### src/hdl/boot_pkg.sv
// Boot subsystem definitions
package boot_pkg;

   localparam int ADDR_W      = 16;
   localparam int DATA_W      = 32;
   localparam int MEM_WORDS   = 256;
   localparam int MEM_AW      = 8;
   localparam int MEM_LATENCY = 2;
   localparam int WAIT_W      = $clog2(MEM_LATENCY + 1);

   localparam logic [7:0] CORE_ID = 8'h01;

   localparam logic [1:0] HOST_REG_CORE_ID = 2'd0;
   localparam logic [1:0] HOST_REG_FREEZE  = 2'd1;
   localparam logic [1:0] HOST_REG_FINISH  = 2'd2;
   localparam logic [1:0] HOST_REG_SCRATCH = 2'd3;

   // Bus owner, in boot order
   localparam logic [1:0] GNT_CFG = 2'd0;
   localparam logic [1:0] GNT_NBF = 2'd1;
   localparam logic [1:0] GNT_EXT = 2'd2;

   typedef struct packed {
      logic                     region;
      logic [ADDR_W-MEM_AW-4:0] upper;
      logic [MEM_AW-1:0]        index;
      logic [1:0]               byte_sel;
   } mem_addr_t;

   typedef struct packed {
      logic              region;
      logic [ADDR_W-6:0] unused;
      logic [1:0]        sel;
      logic [1:0]        byte_sel;
   } host_addr_t;

   // Region 1 selects the host registers
   typedef union packed {
      mem_addr_t  mem;
      host_addr_t host;
   } bus_addr_u;

   typedef struct packed {
      logic [ADDR_W-1:0] addr;
      logic [DATA_W-1:0] data;
   } cfg_entry_t;

   function automatic logic [ADDR_W-1:0] host_addr(logic [1:0] sel);
      bus_addr_u a;
      a             = '0;
      a.host.region = 1'b1;
      a.host.sel    = sel;
      return a;
   endfunction

   localparam int CFG_COUNT = 3;
   localparam int CFG_IDX_W = $clog2(CFG_COUNT);

   // Entry 0 in the low slot, freeze release goes out last
   localparam cfg_entry_t [CFG_COUNT-1:0] CFG_TABLE = {
      cfg_entry_t'{addr: host_addr(HOST_REG_FREEZE),  data: '0},
      cfg_entry_t'{addr: host_addr(HOST_REG_SCRATCH), data: '0},
      cfg_entry_t'{addr: host_addr(HOST_REG_CORE_ID), data: DATA_W'(CORE_ID)}
   };

endpackage

### src/hdl/periph_decoder.sv
// Peripheral address decoder
`timescale 1ns/100ps

module periph_decoder import boot_pkg::*;
(
   input  logic              bus_psel_i,
   input  logic              bus_penable_i,
   input  logic              bus_pwrite_i,
   input  logic [ADDR_W-1:0] bus_paddr_i,
   input  logic [DATA_W-1:0] bus_pwdata_i,
   output logic [DATA_W-1:0] bus_prdata_o,
   output logic              bus_pready_o,
   output logic              bus_pslverr_o,
   output logic              mem_psel_o,
   output logic              host_psel_o,
   output logic              penable_o,
   output logic              pwrite_o,
   output logic [ADDR_W-1:0] paddr_o,
   output logic [DATA_W-1:0] pwdata_o,
   input  logic [DATA_W-1:0] mem_prdata_i,
   input  logic              mem_pready_i,
   input  logic [DATA_W-1:0] host_prdata_i,
   input  logic              host_pready_i
);

   bus_addr_u addr;
   logic      is_host;
   logic      is_mem;
   logic      err_sel;

   assign addr    = bus_paddr_i;
   assign is_host = addr.host.region;
   assign is_mem  = ~addr.mem.region & (addr.mem.upper == '0);
   assign err_sel = bus_psel_i & ~is_host & ~is_mem;

   assign mem_psel_o  = bus_psel_i & is_mem;
   assign host_psel_o = bus_psel_i & is_host;
   assign penable_o   = bus_penable_i;
   assign pwrite_o    = bus_pwrite_i;
   assign paddr_o     = bus_paddr_i;
   assign pwdata_o    = bus_pwdata_i;

   // Unmapped memory space is refused in the first access cycle
   assign bus_pslverr_o = err_sel & bus_penable_i;
   assign bus_pready_o  = is_host ? host_pready_i :
                          is_mem  ? mem_pready_i  : bus_pslverr_o;
   assign bus_prdata_o  = is_host ? host_prdata_i :
                          is_mem  ? mem_prdata_i  : '0;

endmodule

### config.mk
export PLATFORM = sky130hd
export DESIGN_NAME = periph_decoder
export DESIGN_NICKNAME = d
export VERILOG_FILES = /design/src/hdl/boot_pkg.sv /design/src/hdl/periph_decoder.sv
export SDC_FILE = /design/constraint.sdc
export NUM_CORES = 1
export LEC_CHECK = 0
export BUFFER_PORTS_ARGS = -buffer_cell sky130_fd_sc_hd__buf_4
export CAP_MARGIN = 10
export CELL_PAD_IN_SITES_DETAIL_PLACEMENT = 1
export CELL_PAD_IN_SITES_GLOBAL_PLACEMENT = 1
export CORE_UTILIZATION = 10
export DETAILED_ROUTE_END_ITERATION = 10
export PLACE_DENSITY_LB_ADDON = 0.1
export SYNTH_ARGS = -nofsm -noshare
export SYNTH_HDL_FRONTEND = slang
export SYNTH_SLANG_ARGS = --single-unit
### constraint.sdc
create_clock -name vclk -period 1.1
set_input_delay 0.165 -clock vclk [all_inputs]
set_output_delay 0.165 -clock vclk [all_outputs]
set_load 0.005 [all_outputs]
* After elaboration in Yosys (flattened, before gate mapping)
Cells that the tools add are included.
** Word-level totals
- Register bits :: 0
- Input port bits :: 117
- Output and inout port bits :: 86
- Word-level logic and storage cells :: 13
** Cells by class
- Muxes and demuxes :: 4
- Bitwise gates (word level) :: 8
- Reduce and logical (&&, ||, !) cells :: 1
** Operators with widths (count)
- $mux 32 :: 2
- $and 1x1->1 :: 6
- $logic_not 5->1 :: 1
- $mux 1 :: 2
- $not 1->1 :: 2

* Depth between registers and ports, before layout
- Depth in word-level cells :: 7
- Depth in mapped cells :: 6
- Mapped depth without buffers :: 3

* Worst setup path after synthesis
No wires, ideal clock.
- Path type :: input-to-output
- From :: in bus_paddr_i[15]
- To :: out bus_prdata_o[10]
- Data arrival time :: 1.004 ns
- Data required time :: 0.935 ns
- Slack :: -0.069 ns
- Cell stages on the path :: 6
- Path buffers :: 3
- Cell sequence :: buf_2 -> nor4_4 -> and2_4 -> buf_8 -> buf_8 -> a22o_1
** On the way
- Word-level cells in the longest chain between the ends :: 4
** RTL lines
- from (decl) :: RTL line periph_decoder.sv:9 : input logic [ADDR_W-1:0] bus_paddr_i,
- $not 1->1 :: RTL line periph_decoder.sv:33 : assign is_mem = ~addr.mem.region & (addr.mem.upper == '0);
- $and 1x1->1 :: RTL line periph_decoder.sv:33
- $mux 32 :: RTL line periph_decoder.sv:48 : is_mem ? mem_prdata_i : '0;
- $mux 32 (*) :: RTL line periph_decoder.sv:47 : assign bus_prdata_o = is_host ? host_prdata_i :
- to (decl) :: RTL line periph_decoder.sv:11 : output logic [DATA_W-1:0] bus_prdata_o,
Mark *: on every way between the ends. The rest lies on a longest branch, timed or not.

* Worst setup path after layout
- From :: in bus_paddr_i[11]
- To :: out bus_prdata_o[3]
** On the way
- Word-level cells in the longest chain between the ends :: 4
** RTL lines (RTL line)
- $logic_not 5->1 :: periph_decoder.sv:33
- $and 1x1->1 :: periph_decoder.sv:33
- $mux 32 :: periph_decoder.sv:48
- $mux 32 :: periph_decoder.sv:47
Every way passes these cells.

==> results_dict.tcl <==
set metrics [dict create \
    end_kind "output port" \
    violations "setup timing" \
    maxSlewHeadroom 0.773 \
    vdd_ir_drop_max_v 0.0000793 \
    nNetsFinal 283 \
    holdCritStartpoint "bus_pwdata_i[13]" \
    finalCritPeriodShare 1.28 \
    grt_pass1_wl_mm 5.62 \
    synth_top_cell_area_share 0.468 \
    synthMostInstantiatedCell "buf_4" \
    num_antenna_cells 0 \
    ios 203 \
    yosysSeqAreaShare 0 \
    std_cell_rows 32 \
    wl_per_cell_um 15.3 \
    vias 1002 \
    dieArea_mm2 0.00838 \
    run_status "finished with violations" \
    die_x_um 91.6 \
    worst_pin_slew_ps 339 \
    stdcell_count 266 \
    critPathArrivalTime_ps 1240 \
    rsz0062_at_grt "true" \
    ys_top_cells_by_area "buf_4 47%, a22o_1 35%, buf_8 7.5%, nor4_4 2.7%, a221o_2 1.4%" \
    seq_cells 0 \
    hold_violations 0 \
    final-seq-area_um2 0 \
    ant_nets 0 \
    holdPathStages 0 \
    grt_usage 0.0838 \
    multi_input_area_um2 350 \
    area_growth_pct 80.7 \
    cts_hold_buf 0 \
    place_congestion 0.797 \
    synth_area_per_cell_um2 8.18 \
    holdPathEnd "pwdata_o[13]" \
    antenna_found_initial 0 \
    port_buffers 117 \
    setup_tns_ps -8830 \
    synth.distinct_cells 13 \
    dp.cells 265 \
    dp.final_hpwl_mm 3.63 \
    crit_path_max_fanout 15 \
    n_clock_buffer 0 \
    fillCellCount 950 \
    via_per_inst 3.77 \
    maxSlewViolCount 0 \
    die_y_um 91.6 \
    drive_gt1_frac 0.780 \
    hold_ws_ps 330 \
    drt_iter0_drc 4 \
    pwr_density_cell_mw_per_mm2 332 \
    setup_ws_ps -303 \
    max_freq_ghz 0.713 \
    dr.pass1.iters 3 \
    synth_warnings 0 \
    synth_commonest_cells "50 x buf_4, 32 x a22o_1, 4 x buf_8" \
    hold_path.class "input pin to output port" \
    core_area_mm2 0.00773 \
    grt_max_degree 25 \
    drc 0 \
    start_kind "input pin" \
    setup_viol 34 \
    crit_type "input pin to output port" \
    min_period_ps 1400 \
    synth.cell_area_um2 802 \
    syn-num-nets 215 \
    start_util 0.104 \
    grt_pass1_vias 1063 \
    yosysTopAreaCell "buf_4" \
    routed_wl_mm 4.07 \
    p_leak_nw 0.748 \
    gr-total-overflow 0 \
    crit_required_ps 940 \
    max_cap_violations 0 \
    synth_cells 98 \
]
## layout by cell type (no fill, tap or decap)
cell and count:
and2_4 1, nand2_1 1, and3_2 1, buf_12 2
a221o_2 1, and2_1 1, a22o_1 32, buf_4 118
nor2_1 1, nor4_4 1, buf_6 4, a211oi_1 1
## worst max-delay path by stage
| stage | end | from | cells past startpoint | slack (ps) |
|---|---|---|---|---|
| 6_report | bus_prdata_o[3] | bus_paddr_i[11] | 6 | -300 |
| 2_1_floorplan | bus_prdata_o[11] | bus_paddr_i[11] | 5 | -40 |
| 4_1_cts | bus_prdata_o[3] | bus_paddr_i[11] | 6 | -360 |
| 3_5_place_dp | bus_prdata_o[3] | bus_paddr_i[11] | 6 | -380 |
| 3_3_place_gp | bus_prdata_o[10] | bus_paddr_i[11] | 6 | -340 |
| 5_1_grt | bus_prdata_o[2] | bus_paddr_i[11] | 6 | -390 |
## where the power goes
| part | internal [mW] | total [mW] | switching (mW) |
|---|---|---|---|
| clock | 0 | 0 | 0 |
| sequential | 0 | 0 | 0 |
| combinational | 0.335 | 0.481 | 0.146 |
## layer usage
layer,part of all wire,vias up,track usage
li1,-,440,-
met1,0.28,432,0.0694
met2,0.52,120,0.180
met3,0.18,10,0.0343
met4,0.017,0,0.0146
met5,0,-,0
## worst max-delay path, cell delays in order
cell and delay (ps):
buf_6 100, nor4_4 310, and2_4 250, buf_12 150, a22o_1 150, buf_4 110
## area by class of cell
| type | count | share of cell area |
|---|---|---|
| timing repair buffer | 124 | 0.670 |
| multi-input combinational | 40 | 0.242 |
| tap | 102 | 0.0881 |
## per-stage QoR
step | total power, mW | area [µm²] | setup slack [ps] | util
after global routing | 0.516 | 1450 | -386 | 0.188
after floorplan | 0.265 | 808 | -37.9 | -
after global placement | 0.483 | 1430 | -342 | 0.185
after CTS | 0.491 | 1450 | -356 | 0.188
final | 0.481 | 1450 | -303 | 0.188
after detailed placement | 0.484 | 1430 | -380 | 0.185
## cells by family (layout without fill, tap and decap cells)
family                 after synthesis  in the layout  share of synthesized area
and+or+nand+nor                      6              6                     0.0640
buffers and inverters               58            124                      0.563
AOI/OAI and AO/OA                   34             34                      0.373
## what timing repair did
action,in CTS,in global routing
setup buffers,1,0
pin swaps,2,2
endpoints found under the setup margin,35,35
gates resized for setup,4,0
Power figures use the tool's default switching activity.
