[config.mk]
export PLATFORM = sky130hd
export DESIGN_NAME = cfg_loader
export DESIGN_NICKNAME = d
export VERILOG_FILES = /design/src/hdl/boot_pkg.sv /design/src/hdl/cfg_loader.sv
export SDC_FILE = /design/constraint.sdc
export NUM_CORES = 1
export LEC_CHECK = 0
export ABC_AREA = 1
export BUFFER_PORTS_ARGS = -buffer_cell sky130_fd_sc_hd__buf_2
export CAP_MARGIN = 10
export CORE_MARGIN = 5
export CORE_UTILIZATION = 33
export DETAILED_ROUTE_END_ITERATION = 12
export HOLD_SLACK_MARGIN = 0.05
export PLACE_DENSITY = 0.74
export SLEW_MARGIN = 5
export SYNTH_ARGS = -nofsm -noshare
export SYNTH_HDL_FRONTEND = slang
export SYNTH_SLANG_ARGS = --single-unit
[constraint.sdc]
create_clock -name clk_i -period 1.1 [get_ports clk_i]
set_input_delay 0.055 -clock clk_i [delete_from_list [all_inputs] [get_ports clk_i]]
set_output_delay 0.055 -clock clk_i [all_outputs]
set_load 0.005 [all_outputs]
[src/hdl/boot_pkg.sv]
// Boot subsystem definitions
package boot_pkg;

   localparam int ADDR_W      = 16;
   localparam int DATA_W      = 32;
   localparam int MEM_WORDS   = 256;
   localparam int MEM_AW      = 8;
   localparam int MEM_LATENCY = 2;
   localparam int WAIT_W      = $clog2(MEM_LATENCY + 1);

   localparam logic [7:0] CORE_ID = 8'h01;

   localparam logic [1:0] HOST_REG_CORE_ID = 2'd0;
   localparam logic [1:0] HOST_REG_FREEZE  = 2'd1;
   localparam logic [1:0] HOST_REG_FINISH  = 2'd2;
   localparam logic [1:0] HOST_REG_SCRATCH = 2'd3;

   // Bus owner, in boot order
   localparam logic [1:0] GNT_CFG = 2'd0;
   localparam logic [1:0] GNT_NBF = 2'd1;
   localparam logic [1:0] GNT_EXT = 2'd2;

   typedef struct packed {
      logic                     region;
      logic [ADDR_W-MEM_AW-4:0] upper;
      logic [MEM_AW-1:0]        index;
      logic [1:0]               byte_sel;
   } mem_addr_t;

   typedef struct packed {
      logic              region;
      logic [ADDR_W-6:0] unused;
      logic [1:0]        sel;
      logic [1:0]        byte_sel;
   } host_addr_t;

   // Region 1 selects the host registers
   typedef union packed {
      mem_addr_t  mem;
      host_addr_t host;
   } bus_addr_u;

   typedef struct packed {
      logic [ADDR_W-1:0] addr;
      logic [DATA_W-1:0] data;
   } cfg_entry_t;

   function automatic logic [ADDR_W-1:0] host_addr(logic [1:0] sel);
      bus_addr_u a;
      a             = '0;
      a.host.region = 1'b1;
      a.host.sel    = sel;
      return a;
   endfunction

   localparam int CFG_COUNT = 3;
   localparam int CFG_IDX_W = $clog2(CFG_COUNT);

   // Entry 0 in the low slot, freeze release goes out last
   localparam cfg_entry_t [CFG_COUNT-1:0] CFG_TABLE = {
      cfg_entry_t'{addr: host_addr(HOST_REG_FREEZE),  data: '0},
      cfg_entry_t'{addr: host_addr(HOST_REG_SCRATCH), data: '0},
      cfg_entry_t'{addr: host_addr(HOST_REG_CORE_ID), data: DATA_W'(CORE_ID)}
   };

endpackage

[src/hdl/cfg_loader.sv]
// Configuration table loader
`timescale 1ns/100ps

module cfg_loader import boot_pkg::*;
(
   input  logic              clk_i,
   input  logic              reset_i,
   output logic              cfg_psel_o,
   output logic              cfg_penable_o,
   output logic              cfg_pwrite_o,
   output logic [ADDR_W-1:0] cfg_paddr_o,
   output logic [DATA_W-1:0] cfg_pwdata_o,
   input  logic              cfg_pready_i,
   input  logic              cfg_pslverr_i,
   output logic              cfg_done_o
);

   logic [CFG_IDX_W-1:0] idx_q;

   assign cfg_pwrite_o = 1'b1;
   assign cfg_paddr_o  = CFG_TABLE[idx_q].addr;
   assign cfg_pwdata_o = CFG_TABLE[idx_q].data;

   always_ff @(posedge clk_i)
   begin
      if (reset_i)
      begin
         cfg_psel_o    <= 1'b0;
         cfg_penable_o <= 1'b0;
         cfg_done_o    <= 1'b0;
         idx_q         <= '0;
      end
      else if (!cfg_done_o)
      begin
         if (!cfg_psel_o)
            cfg_psel_o <= 1'b1;
         else if (!cfg_penable_o)
            cfg_penable_o <= 1'b1;
         else if (cfg_pready_i)
         begin
            // Back to setup; a refused write goes out again
            cfg_penable_o <= 1'b0;
            if (!cfg_pslverr_i)
            begin
               if (idx_q == CFG_IDX_W'(CFG_COUNT - 1))
               begin
                  cfg_psel_o <= 1'b0;
                  cfg_done_o <= 1'b1;
               end
               else
                  idx_q <= idx_q + 1'b1;
            end
         end
      end
   end

endmodule

# --- After elaboration in Yosys (flattened, before gate mapping) ---
# Index checks and enable logic that the tools add are counted.
op_classes:
  muxes: 15
  n_div: 0
  addsub: 1
  reduce_logical: 2
  order_cmp: 1
  eq_ne: 1
  multipliers: 0
  shift: 0
  n_bitwise: 3
ops:
  columns: ["cell", "n"]
  rows:
  - ["$bmux 48 s2", 1]
  - ["$mux 48", 1]
  - ["$mux 1", 13]
  - ["$reduce_and 6->1", 1]
  - ["$lt 2x3->1 const B", 1]
  - ["$not 1->1", 3]
  - ["$add 2x1->2 const B", 1]
  - ["$eq 2x2->1 const B", 1]
  - ["$reduce_and 2->1", 1]
word_totals:
  ff_bits: 5
  mem_count: 0
  mem_bits_rw: 0
  word_cells: 27
  mem_bits_ro: 0
  output_inout_bits: 52
  latch_bits: 0

# --- Longest topological paths before layout ---
logic_depth:
  ltp_word: 7
  depth_mapped: 7
  depth_no_buf: 7

# --- Worst setup path before layout ---
# No wires, ideal clock.
synth_timing:
  kind: "reg2reg"
  start: "reg idx_q[0]"
  end: "reg idx_q[0]"
  path_slack_ns: 0.012
  stages_incl_launch_ff: 8
  t_arrival_ns: 1.024
  path_buffers: 0
  required_time_ns: 1.036
  path_cell_list: "dfxtp_1 inv_1 ha_1 nor2_2 nand3_2 nand2_1 inv_1 nor2_1"
synth_between:
  elab_chain_len: 3
synth_lines:
  columns: ["element", "line", "rtl"]
  rows:
  - ["start: declaration", "cfg_loader.sv:18", "logic [CFG_IDX_W-1:0] idx_q;"]
  - ["start signal: assignment", "cfg_loader.sv:51", "idx_q <= idx_q + 1'b1;"]
  - ["$eq 2x2->1", "cfg_loader.sv:45", "if (idx_q == CFG_IDX_W'(CFG_COUNT - 1))"]
  - ["$not 1->1 (no line)", null, null]
  - ["$reduce_and 6->1 (no line)", null, null]
# Parallel ways exist; a longest one is shown, timed or not.
# A chain may end at the register's enable or synchronous reset.

# --- Worst setup path in the final report ---
layout_timing:
  start: "reg idx_q[1]"
  end: "out cfg_paddr_o[2]"
layout_between:
  elab_chain_len: 2
layout_lines:
  columns: ["element", "line", "rtl"]
  rows:
  - ["$bmux 48 s2", "cfg_loader.sv:21", "assign cfg_paddr_o = CFG_TABLE[idx_q].addr;"]
  - ["$mux 48", null, null]
  - ["end: declaration", "cfg_loader.sv:11", "output logic [ADDR_W-1:0] cfg_paddr_o,"]
# Every way passes these cells. The select of a mux whose other input is x is not followed.

==> qor.json <==
{
  "drt": {
    "routedWlPerCell_um": 7.27,
    "avgViaCountPerCell": 3.05,
    "via_count": 397,
    "post_route_ant_nets": 0,
    "drc_errors": 0,
    "drt_wl_total_um": 945,
    "initial_drc_count": 11,
    "first_pass_drt_iterations": 4
  },
  "floorplanning": {
    "initial_core_util": 0.339,
    "fp.coreArea_mm2": 0.00190,
    "dieArea_mm2": 0.00294,
    "io-pin-count": 56,
    "die_w_um": 54.2,
    "rows": 16,
    "die_height_um": 54.2
  },
  "flow_run": {
    "maxCapViolations": 0
  },
  "timing": {
    "drv_slew": 0,
    "worst_clock_skew_ps": 2.70,
    "holdWs_ps": 159,
    "fmax_mhz": 946,
    "final-hold-violation-count": 0,
    "timing.final.crit_share": 0.961,
    "final-setup-viol-count": 0,
    "final_period_minus_worst_setup_slack_ps": 1060,
    "setup_repair_after_global_routing_missed_its_margin": "yes"
  },
  "synth": {
    "synth.avg_cell_area_um2": 7.24,
    "synthDistinctLibCells": 14,
    "syn-instance-count": 89,
    "synth_warnings": 0,
    "netlist_area_um2": 644,
    "synth.ff_latch_count": 5,
    "synth-seq-area-share": 0.155
  },
  "worst_setup_path": {
    "critPathLaunchType": "flip-flop",
    "arrival_time_worst_endpoint_ps": 1000,
    "crit_path_max_fanout": 3,
    "cp-end-kind": "output pin",
    "critical_path_required_ps": 1040,
    "timing_worst_setup_path_type": "reg2out"
  },
  "grt": {
    "first_pass_grt_wire_length_um": 1170,
    "grt_antenna_before_repair": 0,
    "grt_remaining_overflow": 0,
    "vias_in_the_first_global_route": 299,
    "groute.layer.met1.usage": 0.0620,
    "globalRouteTotalUtil": 0.0572,
    "grt_start_max_net_pins": 6,
    "layer_with_the_highest_usage": "met2",
    "use_met2": 0.0817,
    "m3_gr_usage": 0.0443
  },
  "placement": {
    "dp_hpwl_um": 841,
    "numPortBuffers": 10,
    "gpl.final_weighted_congestion": 0.636
  },
  "cells_and_area": {
    "flow.area_growth_from_synthesis_pct": -0.388,
    "multiInputGateArea_um2": 363,
    "antenna_cells_inserted": 0,
    "ff_latch_area_um2": 105,
    "finish.net_count": 112,
    "nFillCells": 206,
    "post-route-util": 0.338,
    "drive_gt1_frac": 0.272
  },
  "clocking": {
    "clock-root-buffer": "sky130_fd_sc_hd__clkbuf_4",
    "ctsLongestPathBuffers": 2,
    "cts.sink_count": 5,
    "cts-buffers-inserted": 3,
    "worst_setup_hold_path_clk_slew_ps": 40,
    "later_pin_clock_latency_in_the_skew_report_ps": 240,
    "clock_tree_from_tritoncts": "built",
    "cts.repair_timing.setup_buffer_count": 0,
    "cts_htree_levels": 1
  },
  "power": {
    "pleak_nw": 0.371,
    "pwr_density_cell_mw_per_mm2": 785,
    "post-layout-total-power_mw": 0.504,
    "power.ir.vdd_worst_mv": 0.722
  },
  "min_path": {
    "hp-class": "in2reg"
  },
  "status": {
    "status": "complete, no violations"
  }
}
metrics by stage:
| stage | setup TNS (ps) | std cells | instance area [um^2] | setup slack (ps) |
|---|---|---|---|---|
| floorplan | 0 | 132 | 806 | 12.4 |
| global route | -52.1 | 130 | 642 | -28.7 |
| detailed placement | -30.8 | 125 | 559 | -20.6 |
| finish | 0 | 130 | 642 | 43.0 |
| CTS | -49.3 | 130 | 597 | -30.8 |
| global placement | 0 | 125 | 559 | 27.4 |
cell usage after synthesis:
| library cell | instances | area (um^2) |
|---|---|---|
| sky130_fd_sc_hd__nand3_2 | 1 | 10.0 |
| sky130_fd_sc_hd__a21oi_1 | 2 | 10.0 |
| sky130_fd_sc_hd__ha_1 | 4 | 50.1 |
| sky130_fd_sc_hd__conb_1 | 2 | 7.51 |
| sky130_fd_sc_hd__dfxtp_1 | 5 | 100 |
| sky130_fd_sc_hd__inv_1 | 8 | 30.0 |
| sky130_fd_sc_hd__inv_2 | 2 | 7.51 |
| sky130_fd_sc_hd__nor2_4 | 1 | 11.3 |
| sky130_fd_sc_hd__o21ai_0 | 1 | 5.00 |
| sky130_fd_sc_hd__nand3_1 | 2 | 10.0 |
| sky130_fd_sc_hd__nand2_1 | 10 | 37.5 |
| sky130_fd_sc_hd__nor2_2 | 2 | 12.5 |
| sky130_fd_sc_hd__buf_4 | 45 | 338 |
| sky130_fd_sc_hd__nor2_1 | 4 | 15.0 |
power by group:
group	internal, mW	switching [mW]	total, mW
sequential	0.188	0.00686	0.195
combinational	0.0317	0.0721	0.104
clock	0.137	0.0683	0.205
final cells by class:
class	count	area share
clock buffer	4	0.0409
sequential	5	0.164
inverter	10	0.0624
tap	27	0.0526
multi-input combinational	72	0.565
timing repair buffer	12	0.115
critical path: stages, from the launching register on:
cell and delay (ps):
sky130_fd_sc_hd__dfxtp_4 370, sky130_fd_sc_hd__inv_4 50, sky130_fd_sc_hd__ha_4 260, sky130_fd_sc_hd__buf_6 90
sequential cells by signal, indices dropped and copies added (netlist names):
name	count
cfg_done_o	1
idx_q	2
cfg_psel_o	1
cfg_penable_o	1
logic make-up (layout without fill, tap and decap cells):
family          after synthesis  in the layout  synth area share
simple gates                 20             20             0.150
flops                         5              5             0.155
buf+inv                      55             26             0.583
fa+ha+maj                     4              4            0.0777
other cells                   2             45            0.0117
compound gates                3              3            0.0233
layer usage:
| layer | share of wire | up-vias | wire length (um) |
|---|---|---|---|
| met5 | 0 | - | 0 |
| met4 | 0 | 0 | 0 |
| met3 | 0.21 | 0 | 194 |
| met2 | 0.45 | 32 | 428 |
| met1 | 0.34 | 160 | 322 |
| li1 | - | 205 | - |
worst paths after layout:
path / depth (start not counted) / slack (ps) / endpoint / start
worst max-delay path: 3 / 40 / cfg_paddr_o[2] / idx_q[1]
worst min-delay path: 4 / 160 / cfg_done_o / cfg_pslverr_i
worst max register to register: 7 / 70 / idx_q[1] / idx_q[0]
worst min register to register: 2 / 520 / cfg_psel_o / cfg_psel_o
layout by cell type (no fill, tap or decap):
master                          instances
sky130_fd_sc_hd__a21oi_1                2
sky130_fd_sc_hd__buf_2                  9
sky130_fd_sc_hd__buf_4                  1
sky130_fd_sc_hd__buf_6                  1
sky130_fd_sc_hd__clkbuf_1               1
sky130_fd_sc_hd__clkbuf_4               3
sky130_fd_sc_hd__conb_1                45
sky130_fd_sc_hd__dfxtp_1                3
sky130_fd_sc_hd__dfxtp_2                1
sky130_fd_sc_hd__dfxtp_4                1
sky130_fd_sc_hd__dlygate4sd3_1          1
sky130_fd_sc_hd__ha_1                   1
sky130_fd_sc_hd__ha_2                   1
sky130_fd_sc_hd__ha_4                   2
sky130_fd_sc_hd__inv_1                  5
sky130_fd_sc_hd__inv_2                  4
sky130_fd_sc_hd__inv_4                  1
sky130_fd_sc_hd__nand2_1               10
sky130_fd_sc_hd__nand3_1                2
sky130_fd_sc_hd__nand3_2                1
sky130_fd_sc_hd__nor2_1                 4
sky130_fd_sc_hd__nor2_2                 1
sky130_fd_sc_hd__nor2_4                 2
sky130_fd_sc_hd__o21ai_0                1
what timing repair did:
| item | 4_1_cts | 5_1_grt |
|---|---|---|
| pin swaps | 2 | 5 |
| setup endpoints to repair | 3 | 5 |
| hold buffers | 1 | 0 |
| resized for setup | 2 | 11 |
| endpoints found under the hold margin | 2 | 0 |
Note: power is estimated with default switching activity, not from simulation.
