**src/hdl/boot_pkg.sv**
```systemverilog
// Boot subsystem definitions
package boot_pkg;

   localparam int ADDR_W      = 16;
   localparam int DATA_W      = 32;
   localparam int MEM_WORDS   = 256;
   localparam int MEM_AW      = 8;
   localparam int MEM_LATENCY = 2;
   localparam int WAIT_W      = $clog2(MEM_LATENCY + 1);

   localparam logic [7:0] CORE_ID = 8'h01;

   localparam logic [1:0] HOST_REG_CORE_ID = 2'd0;
   localparam logic [1:0] HOST_REG_FREEZE  = 2'd1;
   localparam logic [1:0] HOST_REG_FINISH  = 2'd2;
   localparam logic [1:0] HOST_REG_SCRATCH = 2'd3;

   // Bus owner, in boot order
   localparam logic [1:0] GNT_CFG = 2'd0;
   localparam logic [1:0] GNT_NBF = 2'd1;
   localparam logic [1:0] GNT_EXT = 2'd2;

   typedef struct packed {
      logic                     region;
      logic [ADDR_W-MEM_AW-4:0] upper;
      logic [MEM_AW-1:0]        index;
      logic [1:0]               byte_sel;
   } mem_addr_t;

   typedef struct packed {
      logic              region;
      logic [ADDR_W-6:0] unused;
      logic [1:0]        sel;
      logic [1:0]        byte_sel;
   } host_addr_t;

   // Region 1 selects the host registers
   typedef union packed {
      mem_addr_t  mem;
      host_addr_t host;
   } bus_addr_u;

   typedef struct packed {
      logic [ADDR_W-1:0] addr;
      logic [DATA_W-1:0] data;
   } cfg_entry_t;

   function automatic logic [ADDR_W-1:0] host_addr(logic [1:0] sel);
      bus_addr_u a;
      a             = '0;
      a.host.region = 1'b1;
      a.host.sel    = sel;
      return a;
   endfunction

   localparam int CFG_COUNT = 3;
   localparam int CFG_IDX_W = $clog2(CFG_COUNT);

   // Entry 0 in the low slot, freeze release goes out last
   localparam cfg_entry_t [CFG_COUNT-1:0] CFG_TABLE = {
      cfg_entry_t'{addr: host_addr(HOST_REG_FREEZE),  data: '0},
      cfg_entry_t'{addr: host_addr(HOST_REG_SCRATCH), data: '0},
      cfg_entry_t'{addr: host_addr(HOST_REG_CORE_ID), data: DATA_W'(CORE_ID)}
   };

endpackage

```
**src/hdl/nbf_loader.sv**
```systemverilog
// Program stream loader
`timescale 1ns/100ps

module nbf_loader import boot_pkg::*;
(
   input  logic              clk_i,
   input  logic              reset_i,
   input  logic              start_i,
   input  logic              nbf_valid_i,
   output logic              nbf_ready_o,
   input  logic [ADDR_W-1:0] nbf_addr_i,
   input  logic [DATA_W-1:0] nbf_data_i,
   input  logic              nbf_last_i,
   output logic              nbf_psel_o,
   output logic              nbf_penable_o,
   output logic              nbf_pwrite_o,
   output logic [ADDR_W-1:0] nbf_paddr_o,
   output logic [DATA_W-1:0] nbf_pwdata_o,
   input  logic              nbf_pready_i,
   input  logic              nbf_pslverr_i,
   output logic              nbf_done_o
);

   logic [ADDR_W-1:0] addr_q;
   logic [DATA_W-1:0] data_q;
   logic              last_q;

   // Ready only while no write is in flight
   assign nbf_ready_o  = start_i & ~nbf_done_o & ~nbf_psel_o;
   assign nbf_pwrite_o = 1'b1;
   assign nbf_paddr_o  = addr_q;
   assign nbf_pwdata_o = data_q;

   always_ff @(posedge clk_i)
   begin
      if (nbf_ready_o && nbf_valid_i)
      begin
         addr_q <= nbf_addr_i;
         data_q <= nbf_data_i;
         last_q <= nbf_last_i;
      end
   end

   always_ff @(posedge clk_i)
   begin
      if (reset_i)
      begin
         nbf_psel_o    <= 1'b0;
         nbf_penable_o <= 1'b0;
         nbf_done_o    <= 1'b0;
      end
      else if (nbf_ready_o && nbf_valid_i)
         nbf_psel_o <= 1'b1;
      else if (nbf_psel_o && !nbf_penable_o)
         nbf_penable_o <= 1'b1;
      else if (nbf_penable_o && nbf_pready_i)
      begin
         nbf_penable_o <= 1'b0;
         if (!nbf_pslverr_i)
         begin
            nbf_psel_o <= 1'b0;
            nbf_done_o <= last_q;
         end
      end
   end

endmodule

```
**config.mk**
```make
export PLATFORM = sky130hd
export DESIGN_NAME = nbf_loader
export DESIGN_NICKNAME = d
export VERILOG_FILES = /design/src/hdl/boot_pkg.sv /design/src/hdl/nbf_loader.sv
export SDC_FILE = /design/constraint.sdc
export NUM_CORES = 1
export LEC_CHECK = 0
export BUFFER_PORTS_ARGS = -buffer_cell sky130_fd_sc_hd__buf_2
export CELL_PAD_IN_SITES_DETAIL_PLACEMENT = 1
export CELL_PAD_IN_SITES_GLOBAL_PLACEMENT = 2
export CORE_ASPECT_RATIO = 0.6
export CORE_MARGIN = 8
export CORE_UTILIZATION = 28
export DETAILED_ROUTE_END_ITERATION = 7
export PLACE_DENSITY_LB_ADDON = 0.3
export SYNTH_ARGS = -nofsm -noshare
export SYNTH_HDL_FRONTEND = slang
export SYNTH_SLANG_ARGS = --single-unit
```
**constraint.sdc**
```tcl
create_clock -name clk_i -period 4.58 [get_ports clk_i]
set_input_delay 0.916 -clock clk_i [delete_from_list [all_inputs] [get_ports clk_i]]
set_output_delay 0.916 -clock clk_i [all_outputs]
set_load 0.01 [all_outputs]
```
* Word-level counts from Yosys, hierarchy flattened
Index checks and enable logic that the tools add are counted.
Widths: inputs -> output; s select.
** Word-level totals
- Register bits after elaboration :: 52
- Input bits :: 55
** Operators by class
- Eq/ne operators :: 2
- Bitwise operators :: 7
- Reduce and logical (&&, ||, !) cells :: 9
- Multiplexer cells :: 6
** Operators with widths (number)
- $mux 1 :: 6
- $not 1->1 :: 5
- $reduce_and 4->1 :: 1
- $reduce_bool 2->1 :: 2
- $logic_and 1x1->1 :: 3
- $reduce_and 3->1 :: 1
- $and 1x1->1 :: 2
- $ne 2x1->1 const B :: 1
- $ne 2x2->1 const B :: 1
- $reduce_and 2->1 :: 1
- $logic_not 1->1 :: 1

* Depth between registers and ports, before layout
Gate-level depths: netlist of the first run.
- Depth after elaboration :: 6
- Mapped depth :: 3
- Depth with buffers taken out :: 3

* Least setup slack after synthesis of the first run
No wires, ideal clock.
- Path type :: input port to flip-flop
- Start point :: input port nbf_valid_i
- End point :: register nbf_done_o
- Path slack :: 1.443 ns
- Setup time :: 0.116 ns
- Arrival :: 3.021 ns
- Cell stages on the path :: 3
- Required time :: 4.464 ns
- Cell sequence :: nor4bb_4 or3b_1 a21oi_2
** On the way
- Longest elaborated chain between the ends :: 3
** RTL lines
- from (decl) :: RTL line nbf_loader.sv:9 : input logic nbf_valid_i,
- $logic_and 1x1->1 :: RTL line nbf_loader.sv:52 : else if (nbf_ready_o && nbf_valid_i)
- $not 1->1 (no source line)
- $reduce_and 4->1 (no source line)
- to (signal assigned) :: RTL line nbf_loader.sv:62 : nbf_done_o <= last_q;
- to (decl) :: RTL line nbf_loader.sv:21 : output logic nbf_done_o
No other way between the ends.
A chain may end at the register's enable or synchronous reset.

* Worst setup path in the final report of the first run
- Start point :: input port start_i
- End point :: output port nbf_ready_o
** On the way
- Longest elaborated chain between the ends :: 2
** RTL lines
- from (decl) :: RTL line nbf_loader.sv:8 : input logic start_i,
- $and 1x1->1 (2 in a row) :: RTL line nbf_loader.sv:29 : assign nbf_ready_o = start_i & ~nbf_done_o & ~nbf_psel_o;
- to (decl) :: RTL line nbf_loader.sv:10 : output logic nbf_ready_o,
No other way between the ends.

==> results of run 1 <==
## critical path, delay by kind of cell
| family | cells | cell delay [ns] |
|---|---|---|
| buffers and inverters | 2 | 0.26 |
| AND/OR/NAND/NOR | 1 | 0.20 |
## synthesized netlist by cell type
cell and count:
edfxtp_1 49, dfxtp_1 3, nand2_1 2, nor2_1 2, a21oi_1 1, a21oi_2 1, buf_4 1, conb_1 1
nand3b_1 1, nor3b_1 1, nor4bb_4 1, o22ai_1 1, or3b_1 1
## report_power, final
group | total [mW] | internal, mW | switching [mW]
clock network | 0.242 | 0.107 | 0.135
logic | 0.0725 | 0.0337 | 0.0388
registers | 0.552 | 0.545 | 0.00671
total | 0.867 | 0.686 | 0.181
## worst min-delay path by stage
stage,to,startpoint
5_1_grt,nbf_done_o,nbf_done_o
4_1_cts,nbf_done_o,nbf_done_o
2_1_floorplan,nbf_done_o,nbf_done_o
3_3_place_gp,nbf_done_o,nbf_done_o
3_5_place_dp,nbf_done_o,nbf_done_o
6_report,nbf_done_o,nbf_done_o
## registers in the layout (all words and copies together), names as in the netlist
signal,count
nbf_pwdata_o,32
nbf_paddr_o,16
nbf_penable_o,1
nbf_psel_o,1
nbf_done_o,1
last_q,1
## area by class of cell
| class | instances | area (um^2) |
|---|---|---|
| clock buffer | 7 | 76.3 |
| multi-input combinational | 12 | 87.6 |
| sequential | 52 | 1530 |
| fill | 597 | 3250 |
| clock inverter | 1 | 3.75 |
| timing repair buffer | 108 | 546 |
| tap | 80 | 100 |
## metrics by stage
stage / hold WS (ns) / area, um^2 / worst slack, ns
global route: 0.595 / 2340 / 2.21
global placement: 0.524 / 2260 / 2.35
floorplan: 0.543 / 1630 / 1.44
detailed placement: 0.558 / 2260 / 2.27
CTS: 0.571 / 2340 / 2.27
finish: 0.567 / 2340 / 2.29
## layer usage
metal / wire length (um) / up-vias / GRT usage [%]
met5: 0 / - / 0
met4: 85 / 0 / 3.81
met3: 797 / 6 / 8.25
met2: 1970 / 77 / 16.7
met1: 1580 / 488 / 9.81
li1: - / 480 / -
## cells in the final DEF (no fill, tap or decap), drive strengths merged
| cell type | Yosys | routed |
|---|---|---|
| a21oi | 2 | 2 |
| buf | 1 | 108 |
| clkbuf | 0 | 7 |
| clkinv | 0 | 1 |
| conb | 1 | 1 |
| dfxtp | 3 | 3 |
| edfxtp | 49 | 49 |
| nand2 | 2 | 2 |
| nand3b | 1 | 1 |
| nor2 | 2 | 2 |
| nor3b | 1 | 1 |
| nor4bb | 1 | 1 |
| o22ai | 1 | 1 |
| or3b | 1 | 1 |
## cell families (layout without fill, tap and decap cells)
family	Yosys count	after routing	share of synthesized area, %
other	1	1	0.231
AOI/OAI and AO/OA	3	3	1.23
DFF	52	52	94.2
and+or+nand+nor	8	8	3.92
buffers and inverters	1	116	0.462
==> flow_summary_export.csv, run 1 <==
group,metric,value,unit
critical_path,end_kind,"output pin",
sta,max_freq,437,MHz
yosys,yosysWarnings,0,
critical_path,crit_slowest_cell,"nor3b_1",
drt,drc,0,
critical_path,required,3.66,ns
layout,diodes,0,
pwr,leakagePower,0.977,nW
drt,dr.pass1.iters,2,
yosys,netlist_top_cells_area,"edfxtp_1 (90%), dfxtp_1 (3.7%), nor4bb_4 (1.5%)",
floorplan,pin_count,108,
min_path,whs_path_depth,2,
clocking,h-tree-depth,2,
global_route,grt.total_usage,10.3,%
clocking,cts-resized-gates,0,
clocking,cts_hold_buf,0,
critical_path,path_class,"in2out",
layout,nNetsFinal,234,
yosys,syn_area,1630,um^2
sta,rsz0062_at_grt,"no",
critical_path,rr_endpoint,"nbf_pwdata_o[28]",
placement,placedCellCount,252,
yosys,synth_top_cell_area_share,90.5,%
yosys,yosysSeqAreaShare,94.2,%
global_route,grt_overflow,0,
yosys,avgSynthCellArea,25.0,um^2
min_path,min_path_type,"reg2reg",
yosys,synth_nets,120,
clocking,cts_root_buf,"clkbuf_8",
clocking,clockBufferDepth,2,
clocking,postCtsSetupRepairBufs,0,
critical_path,startpoint_type,"input port",
pwr,peakVddDrop,0.177,mV
clocking,tritoncts,"built",
critical_path,crit_end,"nbf_ready_o",
layout,finalCoreUtilization,41.9,%
pwr,p_per_area,370,nW/um^2
global_route,antenna_found_initial,0,
critical_path,cp_max_fo,2,
drt,first_iter_violations,39,
critical_path,rr_worst_depth,2,
drt,wire_per_inst,17.1,um
drt,ant_nets,0,
layout,drive_gt1_share,63.9,%
critical_path,slowest_delay,0.20,ns
yosys,synth_top_area_cell,"edfxtp_1",
sta,hold_viol_final,0,
job,max_cap_violations,0,
critical_path,cp_cell_sequence,"buf_2 -> nor3b_1 -> buf_2",
placement,detailed_place_hpwl,3590,um
drt,vias_per_cell,4.04,
global_route,grt_pass1_vias,1200,
clocking,clk_latency,0.29,ns
floorplan,chipHeight,75.0,um
placement,place.gp.congestion,0.699,
yosys,ys_ff_latch,52,
placement,portBuffers,106,
critical_path,crit_start,"start_i",
critical_path,cp_data_arrival_time,1.37,ns
outcome,status,"finished, final reports clean",
yosys,syn_inst,65,
clocking,path_clk_slew,0.08,ns
clocking,cts.sinks,52,
yosys,synth.distinct_cells,13,
floorplan,die-width,114,um
pwr,power,0.867,mW
floorplan,num_rows,21,
critical_path,timing.rr.start,"nbf_done_o",
floorplan,die_area,8580,um^2
floorplan,start_util,29.1,%
sta,period_needed,2.29,ns
sta,setup_tns,0,ns
layout,synthToLayoutAreaGrowth,44.2,%
layout,finalNonFillerCells,260,
sta,timing.final.crit_share,50.0,%
sta,setup_viol,0,
drt,routed_wl,4430,um
drt,num_vias,1051,
global_route,grt_pass1_wl,6510,um
sta,fin_worst_skew,0.00713,ns
clocking,cts_buffers,5,
sta,maxSlewViolCount,0,
critical_path,ff2ff_setup_slack,3.15,ns
floorplan,core,5600,um^2
critical_path,crit_top_cell,"buf_2",
global_route,grt_max_degree,32,
(Power assumes the default switching activity.)
==> run 2: changes to the inputs <==
Settings changed: CORE_UTILIZATION 28 to 24.
Clock period 4.58 ns to 1.9 ns, I/O delays scaled along.
==> flow_summary_export.csv, run 2 (synthesis gave the netlist of run 1 again) <==
group,metric,value,unit
sta,fin_worst_skew,0.00422,ns
drt,ant_nets,0,
floorplan,num_rows,23,
global_route,grt_overflow,0,
clocking,h-tree-depth,2,
critical_path,startpoint_type,"flip-flop",
floorplan,die_area,9750,um^2
layout,final_common_cell,"buf_2",
sta,period_needed,1.38,ns
critical_path,ff2ff_setup_slack,0.55,ns
clocking,tritoncts,"built",
pwr,power,2.51,mW
clocking,cts_hold_buf,0,
sta,max_freq,725,MHz
critical_path,required,1.52,ns
floorplan,pin_count,108,
global_route,antenna_found_initial,0,
clocking,path_clk_slew,0.07,ns
pwr,leakagePower,1.02,nW
critical_path,cp_data_arrival_time,1.00,ns
global_route,grt_pass1_vias,1134,
clocking,clk_latency,0.28,ns
min_path,min_path_type,"in2reg",
drt,drc,0,
sta,hold_viol_final,0,
floorplan,start_util,24.6,%
critical_path,crit_end,"nbf_ready_o",
critical_path,path_class,"reg2out",
pwr,peakVddDrop,0.348,mV
layout,nNetsFinal,233,
placement,placed_cell_area,2280,um^2
critical_path,end_kind,"output pin",
clocking,cts_root_buf,"clkbuf_16",
clocking,clockBufferDepth,2,
floorplan,chipHeight,79.8,um
critical_path,crit_start,"nbf_done_o",
layout,fill_cells,710,
clocking,cts_buffers,5,
pwr,p_per_area,1030,nW/um^2
layout,largest_register_ffs,32,
layout,finalCoreUtilization,37.0,%
layout,final_cell_mix,"buf_2 (106), edfxtp_1 (49), clkbuf_16 (5)",
sta,maxSlewViolCount,0,
layout,final_area,2450,um^2
global_route,grt_max_degree,53,
critical_path,timing.rr.start,"nbf_psel_o",
sta,rsz0062_at_grt,"no",
drt,first_iter_violations,57,
critical_path,rr_worst_depth,2,
clocking,postCtsSetupRepairBufs,0,
critical_path,crit_slowest_cell,"dfxtp_1",
drt,routed_wl,4120,um
critical_path,cp_cell_sequence,"nor3b_1 -> buf_2",
critical_path,cp_max_fo,4,
drt,dr.pass1.iters,3,
placement,portBuffers,106,
clocking,cts.sinks,52,
floorplan,die-width,122,um
critical_path,rr_endpoint,"nbf_pwdata_o[29]",
drt,vias_per_cell,3.77,
floorplan,core,6620,um^2
drt,num_vias,1002,
layout,diodes,0,
sta,timing.final.crit_share,72.5,%
placement,detailed_place_hpwl,3280,um
layout,drive_gt1_share,65.4,%
global_route,grt_pass1_wl,6020,um
sta,setup_viol,0,
drt,wire_per_inst,15.5,um
critical_path,slowest_delay,0.35,ns
layout,synthToLayoutAreaGrowth,50.5,%
outcome,status,"finished, final reports clean",
job,max_cap_violations,0,
clocking,cts-resized-gates,0,
placement,place.gp.congestion,0.679,
global_route,grt.total_usage,8.11,%
[run 2: worst max-delay path: cells and delay by family, from the launching register on]
kind                   cells  cell delay (ns)
buffers and inverters      1             0.16
AND/OR/NAND/NOR            1             0.20
flip-flops                 1             0.35
[run 2: layout make-up]
class / instances / area [um^2] / area share (%)
clock buffers: 6 / 129 / 5.27
clock inverters: 2 / 38.8 / 1.58
multi-input cells: 12 / 87.6 / 3.58
flip-flops and latches: 52 / 1530 / 62.6
well taps: 87 / 109 / 4.45
repair buffers: 107 / 551 / 22.5
[run 2: metrics by stage]
stage / hold WS, ns / setup TNS, ns / setup slack [ns] / std cells
after detailed placement: 0.548 / 0 / 0.431 / 258
after global routing: 0.254 / 0 / 0.398 / 266
after global placement: 0.523 / 0 / 0.485 / 258
after CTS: 0.261 / 0 / 0.508 / 266
after floorplan: 0.442 / -34.84 / -0.680 / 65
final: 0.269 / 0 / 0.522 / 266
[run 2: metal layers]
metal  vias to the layer above  share of wire (%)  GRT usage, %
met2                        61                 46          12.6
met5                         -                  0             0
met4                         0               0.97          3.26
met1                       462                 40          9.56
li1                        477                  -             -
met3                         2                 13          3.81
[run 2: worst min-delay path by stage]
stage	from	to	slack, ns	depth (start not counted)
2_1_floorplan	reset_i	nbf_done_o	0.44	1
3_3_place_gp	nbf_done_o	nbf_done_o	0.52	2
3_5_place_dp	nbf_done_o	nbf_done_o	0.55	2
4_1_cts	nbf_data_i[12]	nbf_pwdata_o[12]	0.26	1
5_1_grt	nbf_last_i	last_q	0.25	1
6_report	nbf_data_i[18]	nbf_pwdata_o[18]	0.27	1
[run 2: power breakdown]
group	switching [mW]	internal (mW)
logic	0.0923	0.0834
registers	0.0155	1.32
clock network	0.377	0.626
total	0.484	2.03
